==> src/hw/boot_cfg_consts.svh <==
`ifndef BOOT_CFG_CONSTS_SVH
`define BOOT_CFG_CONSTS_SVH

// link widths.
`define CFG_ADDR_W 16
`define CFG_DATA_W 16

// microcode store, one instruction is two link halves.
`define INST_W 32
`define UCODE_ELS 16
`define UCODE_ADDR_W 4

// control register map.
`define REG_RESET 16'h0001
`define REG_FREEZE 16'h0002
`define REG_MODE 16'h0003
`define REG_PC_LO 16'h0004
`define REG_PC_HI 16'h0005

// word i sits at base + 2*i (low half) and base + 2*i + 1 (high half).
`define UCODE_BASE 16'h8000

// first instruction fetched after boot.
`define PC_ENTRY 32'd3

`endif

==> src/hw/boot_cfg_pkg.sv <==
`include "boot_cfg_consts.svh"

package boot_cfg_pkg;

  typedef logic [`CFG_ADDR_W-1:0] cfg_addr_t;
  typedef logic [`CFG_DATA_W-1:0] cfg_data_t;
  typedef logic [`INST_W-1:0] inst_t;
  typedef logic [`UCODE_ADDR_W-1:0] ucode_idx_t;
  typedef logic [31:0] pc_t;

  typedef enum logic {
    MODE_UNCACHED = 1'b0,
    MODE_NORMAL = 1'b1
  } engine_mode_e;

  typedef enum logic [3:0] {
    ST_START,
    ST_RESET_SET,
    ST_FREEZE_SET,
    ST_RESET_CLR,
    ST_SEND_RAM, // both halves of every microcode word.
    ST_SEND_MODE,
    ST_SEND_PC_LO,
    ST_SEND_PC_HI,
    ST_FREEZE_CLR,
    ST_DONE
  } loader_state_e;

  typedef struct packed {
    cfg_addr_t addr;
    cfg_data_t data;
  } cfg_wr_s;

  typedef struct packed {
    logic en;
    ucode_idx_t idx;
    logic hi; // upper half of the word.
    cfg_data_t data;
  } ucode_wr_s;

endpackage

==> src/hw/boot_cfg_top.sv <==
`timescale 1ns/1ps

module boot_cfg_top (
  input  logic                     clk_i,
  input  logic                     reset_i,
  output boot_cfg_pkg::ucode_idx_t boot_rom_addr_o,
  input  boot_cfg_pkg::inst_t      boot_rom_data_i,
  input  logic                     link_stall_i,
  output logic                     boot_done_o,
  output logic                     inst_v_o,
  output boot_cfg_pkg::ucode_idx_t inst_addr_o,
  output boot_cfg_pkg::inst_t      inst_o
);

  boot_cfg_pkg::cfg_wr_s cfg_wr;
  logic cfg_v;
  logic cfg_yumi;
  boot_cfg_pkg::ucode_wr_s ucode_wr;
  logic core_reset;
  logic freeze;
  boot_cfg_pkg::engine_mode_e mode;
  boot_cfg_pkg::pc_t start_pc;
  boot_cfg_pkg::ucode_idx_t rd_idx;
  boot_cfg_pkg::inst_t rd_data;

  cfg_loader loader0 (
    .clk_i(clk_i),
    .reset_i(reset_i),
    .boot_rom_addr_o(boot_rom_addr_o),
    .boot_rom_data_i(boot_rom_data_i),
    .cfg_wr_o(cfg_wr),
    .cfg_v_o(cfg_v),
    .cfg_yumi_i(cfg_yumi),
    .boot_done_o(boot_done_o)
  );

  cfg_reg_block regs0 (
    .clk_i(clk_i),
    .reset_i(reset_i),
    .cfg_wr_i(cfg_wr),
    .cfg_v_i(cfg_v),
    .cfg_yumi_o(cfg_yumi),
    .link_stall_i(link_stall_i),
    .ucode_wr_o(ucode_wr),
    .core_reset_o(core_reset),
    .freeze_o(freeze),
    .mode_o(mode),
    .start_pc_o(start_pc)
  );

  ucode_ram ram0 (
    .clk_i(clk_i),
    .ucode_wr_i(ucode_wr),
    .rd_idx_i(rd_idx),
    .rd_data_o(rd_data)
  );

  ucode_fetch fetch0 (
    .clk_i(clk_i),
    .reset_i(reset_i),
    .core_reset_i(core_reset),
    .freeze_i(freeze),
    .mode_i(mode),
    .start_pc_i(start_pc),
    .rd_idx_o(rd_idx),
    .rd_data_i(rd_data),
    .inst_v_o(inst_v_o),
    .inst_addr_o(inst_addr_o),
    .inst_o(inst_o)
  );

endmodule

==> src/hw/cfg_loader.sv <==
`timescale 1ns/1ps
`include "boot_cfg_consts.svh"

module cfg_loader (
  input  logic                   clk_i,
  input  logic                   reset_i,
  output boot_cfg_pkg::ucode_idx_t boot_rom_addr_o,
  input  boot_cfg_pkg::inst_t      boot_rom_data_i,
  output boot_cfg_pkg::cfg_wr_s    cfg_wr_o,
  output logic                   cfg_v_o,
  input  logic                   cfg_yumi_i,
  output logic                   boot_done_o
);

  localparam boot_cfg_pkg::pc_t pc_entry = `PC_ENTRY;

  boot_cfg_pkg::loader_state_e state_r, state_n;
  boot_cfg_pkg::ucode_idx_t word_cnt_r;
  logic half_r;
  logic accept;
  logic advance;
  logic last_half;

  assign accept = cfg_v_o & cfg_yumi_i;
  assign advance = (state_r == boot_cfg_pkg::ST_START) | accept; // start never waits.
  assign last_half = half_r & (word_cnt_r == boot_cfg_pkg::ucode_idx_t'(`UCODE_ELS - 1));

  assign boot_rom_addr_o = word_cnt_r;
  assign boot_done_o = (state_r == boot_cfg_pkg::ST_DONE);

  always_ff @(posedge clk_i) begin
    if (reset_i) begin
      state_r <= boot_cfg_pkg::ST_START;
      word_cnt_r <= '0;
      half_r <= 1'b0;
    end else begin
      if (advance) begin
        state_r <= state_n;
      end
      if (accept && state_r == boot_cfg_pkg::ST_SEND_RAM) begin
        half_r <= ~half_r;
        if (half_r) begin
          word_cnt_r <= word_cnt_r + 1'b1; // wraps to 0 after the last word.
        end
      end
    end
  end

  always_comb begin
    state_n = state_r;
    cfg_v_o = 1'b0;
    cfg_wr_o.addr = '0;
    cfg_wr_o.data = '0;

    case (state_r)
      boot_cfg_pkg::ST_START: begin
        state_n = boot_cfg_pkg::ST_RESET_SET;
      end
      boot_cfg_pkg::ST_RESET_SET: begin
        state_n = boot_cfg_pkg::ST_FREEZE_SET;
        cfg_v_o = 1'b1;
        cfg_wr_o.addr = `REG_RESET;
        cfg_wr_o.data = boot_cfg_pkg::cfg_data_t'(1'b1);
      end
      boot_cfg_pkg::ST_FREEZE_SET: begin
        state_n = boot_cfg_pkg::ST_RESET_CLR;
        cfg_v_o = 1'b1;
        cfg_wr_o.addr = `REG_FREEZE;
        cfg_wr_o.data = boot_cfg_pkg::cfg_data_t'(1'b1);
      end
      boot_cfg_pkg::ST_RESET_CLR: begin
        state_n = boot_cfg_pkg::ST_SEND_RAM;
        cfg_v_o = 1'b1;
        cfg_wr_o.addr = `REG_RESET;
        cfg_wr_o.data = boot_cfg_pkg::cfg_data_t'(1'b0);
      end
      boot_cfg_pkg::ST_SEND_RAM: begin
        state_n = last_half ? boot_cfg_pkg::ST_SEND_MODE : boot_cfg_pkg::ST_SEND_RAM;
        cfg_v_o = 1'b1;
        cfg_wr_o.addr = `UCODE_BASE + boot_cfg_pkg::cfg_addr_t'({word_cnt_r, half_r});
        cfg_wr_o.data = half_r ? boot_rom_data_i[`CFG_DATA_W+:`CFG_DATA_W]
                               : boot_rom_data_i[0+:`CFG_DATA_W];
      end
      boot_cfg_pkg::ST_SEND_MODE: begin
        state_n = boot_cfg_pkg::ST_SEND_PC_LO;
        cfg_v_o = 1'b1;
        cfg_wr_o.addr = `REG_MODE;
        cfg_wr_o.data = boot_cfg_pkg::cfg_data_t'(boot_cfg_pkg::MODE_NORMAL);
      end
      boot_cfg_pkg::ST_SEND_PC_LO: begin
        state_n = boot_cfg_pkg::ST_SEND_PC_HI;
        cfg_v_o = 1'b1;
        cfg_wr_o.addr = `REG_PC_LO;
        cfg_wr_o.data = pc_entry[0+:`CFG_DATA_W];
      end
      boot_cfg_pkg::ST_SEND_PC_HI: begin
        state_n = boot_cfg_pkg::ST_FREEZE_CLR;
        cfg_v_o = 1'b1;
        cfg_wr_o.addr = `REG_PC_HI;
        cfg_wr_o.data = pc_entry[`CFG_DATA_W+:`CFG_DATA_W];
      end
      boot_cfg_pkg::ST_FREEZE_CLR: begin
        state_n = boot_cfg_pkg::ST_DONE;
        cfg_v_o = 1'b1;
        cfg_wr_o.addr = `REG_FREEZE;
        cfg_wr_o.data = boot_cfg_pkg::cfg_data_t'(1'b0);
      end
      boot_cfg_pkg::ST_DONE: begin
        state_n = boot_cfg_pkg::ST_DONE; // parks here until the next reset.
      end
      default: begin
        state_n = boot_cfg_pkg::ST_START;
      end
    endcase
  end

endmodule

==> src/hw/cfg_reg_block.sv <==
`timescale 1ns/1ps
`include "boot_cfg_consts.svh"

module cfg_reg_block (
  input  logic                       clk_i,
  input  logic                       reset_i,
  input  boot_cfg_pkg::cfg_wr_s      cfg_wr_i,
  input  logic                       cfg_v_i,
  output logic                       cfg_yumi_o,
  input  logic                       link_stall_i,
  output boot_cfg_pkg::ucode_wr_s    ucode_wr_o,
  output logic                       core_reset_o,
  output logic                       freeze_o,
  output boot_cfg_pkg::engine_mode_e mode_o,
  output boot_cfg_pkg::pc_t          start_pc_o
);

  boot_cfg_pkg::cfg_addr_t ucode_ofs;
  logic accept;
  logic in_ucode;

  assign cfg_yumi_o = cfg_v_i & ~link_stall_i;
  assign accept = cfg_v_i & cfg_yumi_o;

  // offset into the microcode window, lsb picks the half.
  assign ucode_ofs = cfg_wr_i.addr - `UCODE_BASE;
  assign in_ucode = (cfg_wr_i.addr >= `UCODE_BASE)
                  & (ucode_ofs < boot_cfg_pkg::cfg_addr_t'(2 * `UCODE_ELS));

  assign ucode_wr_o.en = accept & in_ucode;
  assign ucode_wr_o.idx = ucode_ofs[`UCODE_ADDR_W:1];
  assign ucode_wr_o.hi = ucode_ofs[0];
  assign ucode_wr_o.data = cfg_wr_i.data;

  always_ff @(posedge clk_i) begin
    if (reset_i) begin
      core_reset_o <= 1'b1; // engine held until the loader releases it.
      freeze_o <= 1'b1;
      mode_o <= boot_cfg_pkg::MODE_UNCACHED;
      start_pc_o <= '0;
    end else if (accept) begin
      case (cfg_wr_i.addr)
        `REG_RESET: begin
          core_reset_o <= cfg_wr_i.data[0];
        end
        `REG_FREEZE: begin
          freeze_o <= cfg_wr_i.data[0];
        end
        `REG_MODE: begin
          mode_o <= boot_cfg_pkg::engine_mode_e'(cfg_wr_i.data[0]);
        end
        `REG_PC_LO: begin
          start_pc_o[0+:`CFG_DATA_W] <= cfg_wr_i.data;
        end
        `REG_PC_HI: begin
          start_pc_o[`CFG_DATA_W+:`CFG_DATA_W] <= cfg_wr_i.data;
        end
        default: begin
          // microcode window or unmapped, nothing to latch here.
        end
      endcase
    end
  end

endmodule

==> src/hw/ucode_fetch.sv <==
`timescale 1ns/1ps
`include "boot_cfg_consts.svh"

module ucode_fetch (
  input  logic                       clk_i,
  input  logic                       reset_i,
  input  logic                       core_reset_i,
  input  logic                       freeze_i,
  input  boot_cfg_pkg::engine_mode_e mode_i,
  input  boot_cfg_pkg::pc_t          start_pc_i,
  output boot_cfg_pkg::ucode_idx_t   rd_idx_o,
  input  boot_cfg_pkg::inst_t        rd_data_i,
  output logic                       inst_v_o,
  output boot_cfg_pkg::ucode_idx_t   inst_addr_o,
  output boot_cfg_pkg::inst_t        inst_o
);

  boot_cfg_pkg::ucode_idx_t pc_r;
  logic run;
  logic run_r;

  assign run = ~core_reset_i & ~freeze_i & (mode_i == boot_cfg_pkg::MODE_NORMAL);

  always_ff @(posedge clk_i) begin
    if (reset_i) begin
      run_r <= 1'b0;
      pc_r <= '0;
    end else begin
      run_r <= run;
      if (run && !run_r) begin
        pc_r <= start_pc_i[`UCODE_ADDR_W-1:0]; // entry point on run start.
      end else if (run_r) begin
        pc_r <= pc_r + 1'b1; // wraps at the end of the store.
      end
    end
  end

  assign rd_idx_o = pc_r;
  assign inst_v_o = run_r;
  assign inst_addr_o = pc_r;
  assign inst_o = rd_data_i;

endmodule

==> src/hw/ucode_ram.sv <==
`timescale 1ns/1ps
`include "boot_cfg_consts.svh"

module ucode_ram (
  input  logic                    clk_i,
  input  boot_cfg_pkg::ucode_wr_s ucode_wr_i,
  input  boot_cfg_pkg::ucode_idx_t rd_idx_i,
  output boot_cfg_pkg::inst_t     rd_data_o
);

  // separate lanes so each half can be written on its own.
  boot_cfg_pkg::cfg_data_t mem_lo [`UCODE_ELS];
  boot_cfg_pkg::cfg_data_t mem_hi [`UCODE_ELS];

  always_ff @(posedge clk_i) begin
    if (ucode_wr_i.en) begin
      if (ucode_wr_i.hi) begin
        mem_hi[ucode_wr_i.idx] <= ucode_wr_i.data;
      end else begin
        mem_lo[ucode_wr_i.idx] <= ucode_wr_i.data;
      end
    end
  end

  assign rd_data_o = {mem_hi[rd_idx_i], mem_lo[rd_idx_i]}; // async read.

endmodule

==> config.mk <==
export PLATFORM = sky130hd
export DESIGN_NAME = boot_cfg_top
export DESIGN_NICKNAME = d
export VERILOG_FILES = /design/src/hw/boot_cfg_pkg.sv /design/src/hw/boot_cfg_top.sv /design/src/hw/cfg_loader.sv /design/src/hw/cfg_reg_block.sv /design/src/hw/ucode_fetch.sv /design/src/hw/ucode_ram.sv
export VERILOG_INCLUDE_DIRS = /design/src /design/src/hw
export SDC_FILE = /design/constraint.sdc
export NUM_CORES = 1
export LEC_CHECK = 0
export ABC_AREA = 1
export BUFFER_PORTS_ARGS = -buffer_cell sky130_fd_sc_hd__buf_2
export CAP_MARGIN = 20
export CORE_UTILIZATION = 58
export CTS_BUF_LIST = sky130_fd_sc_hd__clkbuf_4 sky130_fd_sc_hd__clkbuf_8
export CTS_CLUSTER_DIAMETER = 100
export CTS_CLUSTER_SIZE = 40
export DETAILED_ROUTE_END_ITERATION = 10
export PLACE_DENSITY = 0.75
export SYNTH_ARGS = -nofsm -noshare
export SYNTH_HDL_FRONTEND = slang
export SYNTH_SLANG_ARGS = --single-unit
==> constraint.sdc <==
create_clock -name clk_i -period 4.7 [get_ports clk_i]
set_clock_uncertainty 0.2 [all_clocks]
set_input_delay 0.94 -clock clk_i [delete_from_list [all_inputs] [get_ports clk_i]]
set_output_delay 0.94 -clock clk_i [all_outputs]
set_load 0.01 [all_outputs]
==> metrics.md <==
| Metric | Value |
|---|---|
| Clk root buf | clkbuf_8 |
| Crit path time final | 3.87 ns |
| Critical path's largest stage delay | slightly above 0.9 ns |
| GRT Util Overall | 0.256 |
| DRC errors left | 0 |
| TNS Setup | 0 ns |
| Largest delay share family, worst path | flip-flops |
| CTS max path bufs | 3 |
| First-pass GRT wire length | ~76000 microns |
| Count of final max-slew check failures | 0 |
| Mux contribution to synthesized area | 0 |
| Hold Crit Class | reg2reg |
| Pleak | 8.40 nW |
| Final cell count without fillers | 2448 |
| Crit path kind | reg2out |
| Core Region | about 38000 sq um |
| Initial antenna violation count | 0 |
| CTS HTree Levels | 1 |
| CTS resizes | 0 |
| Total wire length | slightly below 50000 microns |
| Crit Path Max Fanout | 73 |
| Placer Congestion | approximately 0.84 |
| IO Pins | just under 80 |
| Adder-Cell Fraction of Synth Area | 0.00112 |
| Complex-gate fraction of the synthesized area | 0.108 |
| Chip width | between 150 and 200 microns |
| Switching Fraction | 0.231 |
| Top area cells in the synthesized netlist | edfxtp_1, nand3_1, inv_1, nand2_1, o211ai_1 |
| Area taken by multi-input logic gates | 4940 sq um |
| Starting DRC count in detailed routing | 1371 |
| Clock power share | 0.213 |
| DIE AREA | 39300 sq um |
| Top cell type's share of synthesized area | 0.688 |
| Crit start category | flip-flop |
| # Post-CTS Setup Buffers | 0 |
| Status | completed |
| Most used cell, CP | nand3_1 |
| Yosys reg bits | ~540 |
| Maximum vdd drop | just under 0.3 mV |
| Setup violators final | 0 |
| Grt ovf | 0 |
| Unrepaired setup endpoints after global routing | false |
| Fin crit share | 0.824 |
| XOR/XNOR Fraction of Synth Area | 0.00118 |
| Worst Setup End Kind | output pin |
| CP Depth | 7 |
| Nets | approximately 2000 |
| Ys Warns | 0 |
| Syn Nets | 1932 |
| Number of global-route vias before repair | between 10000 and 15000 |
| Post-synthesis sequential area ratio | 0.710 |
| CTS buffer count | 17 |
| Logic pwr share | 0.082 |
| I/O Buffers | between 70 and 80 |
| Commonest non-fill, non-tap cell in the layout | edfxtp_1 |
| Final Util | 0.630 |
| Most frequent cells in the layout | edfxtp_1, inv_1, nand2_1 |
| DP Wirelength | roughly 28000 microns |
| Crit-path slowest cell | dfxtp_4 |
| Initial Util | 0.592 |
| Rel. slew slack | 0.260 |
| TritonCTS clock tree | built |
| P_sw | around 1.8 mW |
| R2R depth | 4 |
| Fin Hold WS | between 0.2 and 0.3 ns |
| FF+latch area | between 15000 and 20000 sq um |
| Syn avg cell area | ~12 sq um |
| Clock sink total | approximately 540 |
| Clock slew at reported path FFs | approximately 0.21 ns |
| Routed length per instance | 20.1 microns |
| Tightest Pin Transition | roughly 1.1 ns |
| Pwr/cell area | roughly 330 nW/um^2 |
| Buffers and inverters on the worst path | 2 |
| Dpl cells | around 2400 |
| Row Count | 71 |
| Flop pwr share | 0.705 |
| Largest net degree at the start of global routing | 74 |
| Placement Cell Area | ~23000 sq um |
| Cts hold-fix bufs | 0 |
| Post-route cell area | roughly 24000 sq um |
| Worst Path Required | ~3.6 ns |
| Simple-Gate Fraction of Synth Area | 0.109 |
| Internal power | just under 6 mW |
| Final hold vios | 0 |
| Clk Latency, worst-skew pair | approximately 0.61 ns |
| Fraction of layout cells with a size suffix above 1 | 0.105 |
| Filler Cells Inserted | between 2000 and 3000 |
| Yosys top cell by area | edfxtp_1 |
| Largest family of logic cells by synthesized area | simple AND/OR/NAND/NOR gates |
| Cells after Synth | between 1500 and 2000 |
| Via/cell ratio | 5.76 |
| Drt first pass iters | 5 |
| Fmax | around 260 MHz |
| Layout area overhead | 6.36% |
| Die Height | roughly 200 microns |
| Critical-path cell list | buf_4, a21oi_1, o21ai_0, nand3_1, nand3_1, nand2_1, buf_2 |
| Via count | ~14000 |
| Hold path depth | 2 |
| Max cap viols | 0 |
| Post-synth cell types | 33 |
| Synth Cell Area | about 22000 sq um |
| Crit path DAT | roughly 2.7 ns |
| DRT antenna net count | 0 |
-- registers in the layout, summed over array words and instances, names as in the netlist, named ones only --
register / cells
ram0.mem_hi: 256
ram0.mem_lo: 256
fetch0.inst_addr_o: 4
loader0.boot_rom_addr_o: 4
loader0.state_r: 4
regs0.start_pc_o: 4
fetch0.inst_v_o: 1
loader0.half_r: 1
regs0.core_reset_o: 1
regs0.freeze_o: 1
regs0.mode_o: 1
-- final timing paths --
| check | slack (ns) | startpoint | endpoint |
|---|---|---|---|
| max reg2reg | 1.47 | loader0.half_r | ram0.mem_hi[14][14] |
| max | 0.83 | flip-flop | inst_o[3] |
| min | 0.26 | regs0.start_pc_o[3] | regs0.start_pc_o[3] |
| min reg2reg | 0.26 | regs0.start_pc_o[3] | regs0.start_pc_o[3] |
-- worst register-to-register path: cells and delay by family (launching register included) --
kind | cells | cell delay, ns
buffers and inverters | 2 | 0.77
DFF | 1 | 0.72
and+or+nand+nor | 2 | 1.18
-- cells by family (layout without fill, tap and decap cells) --
logic type	after synthesis	after routing
buffers and inverters	396	437
other	0	1
AO/OA/AOI/OAI	415	415
adder cells (fa/ha/maj)	2	2
AND/OR/NAND/NOR	542	542
flip-flops	537	537
XOR/XNOR	3	3
-- power by group through the flow --
| stage | registers (mW) | logic [mW] | clock network [mW] |
|---|---|---|---|
| 6_report | 5.47 | 0.638 | 1.65 |
| 5_1_grt | 5.47 | 0.695 | 1.81 |
| 4_1_cts | 5.47 | 0.621 | 1.67 |
| 3_5_place_dp | 5.57 | 0.620 | 0 |
| 3_3_place_gp | 5.57 | 0.601 | 0 |
| 2_1_floorplan | 5.56 | 0.366 | 0 |
-- area by class of cell --
type	count	area share
Timing Repair Buffer	130	0.0397
Tap cell	511	0.0269
Multi-Input combinational cell	962	0.208
Inverter	282	0.0447
Clock inverter	3	0.00121
Clock buffer	22	0.0114
Sequential cell	537	0.668
Antenna cell	1	0.000105
-- cells in the mapped netlist --
cell / count
xor2_1: 1
nand3_2: 2
nor2_4: 4
buf_4: 11
nand2_4: 2
o21ai_0: 132
nor4_1: 1
nor2_8: 2
o211ai_1: 128
ha_1: 2
buf_1: 8
nand2_1: 259
o221ai_1: 1
buf_8: 1
or2_2: 1
nor3_1: 1
a41oi_1: 1
nor2_2: 12
clkinv_1: 1
nand3_1: 207
edfxtp_1: 512
nor3_2: 1
inv_1: 274
buf_2: 36
nand4_1: 1
inv_4: 2
dfxtp_1: 25
clkbuf_1: 58
o21a_1: 1
inv_2: 5
nor2_1: 49
a21oi_1: 152
xnor2_1: 2
-- routing by layer --
metal  global-route usage  up-vias  share of wire
li1                     -     6656              -
met5                    0        -              0
met2                0.439      505           0.50
met4               0.0907        0          0.032
met1                0.338     6863           0.40
met3               0.0298       81          0.068
-- stage by stage --
step | setup WS [ns] | total power [mW]
2_1_floorplan | 1.95 | 5.93
6_report | 0.829 | 7.76
5_1_grt | 0.643 | 7.97
3_5_place_dp | 1.51 | 6.19
3_3_place_gp | 1.60 | 6.17
4_1_cts | 0.828 | 7.76
No activity file was read; power rests on OpenSTA's default activity.
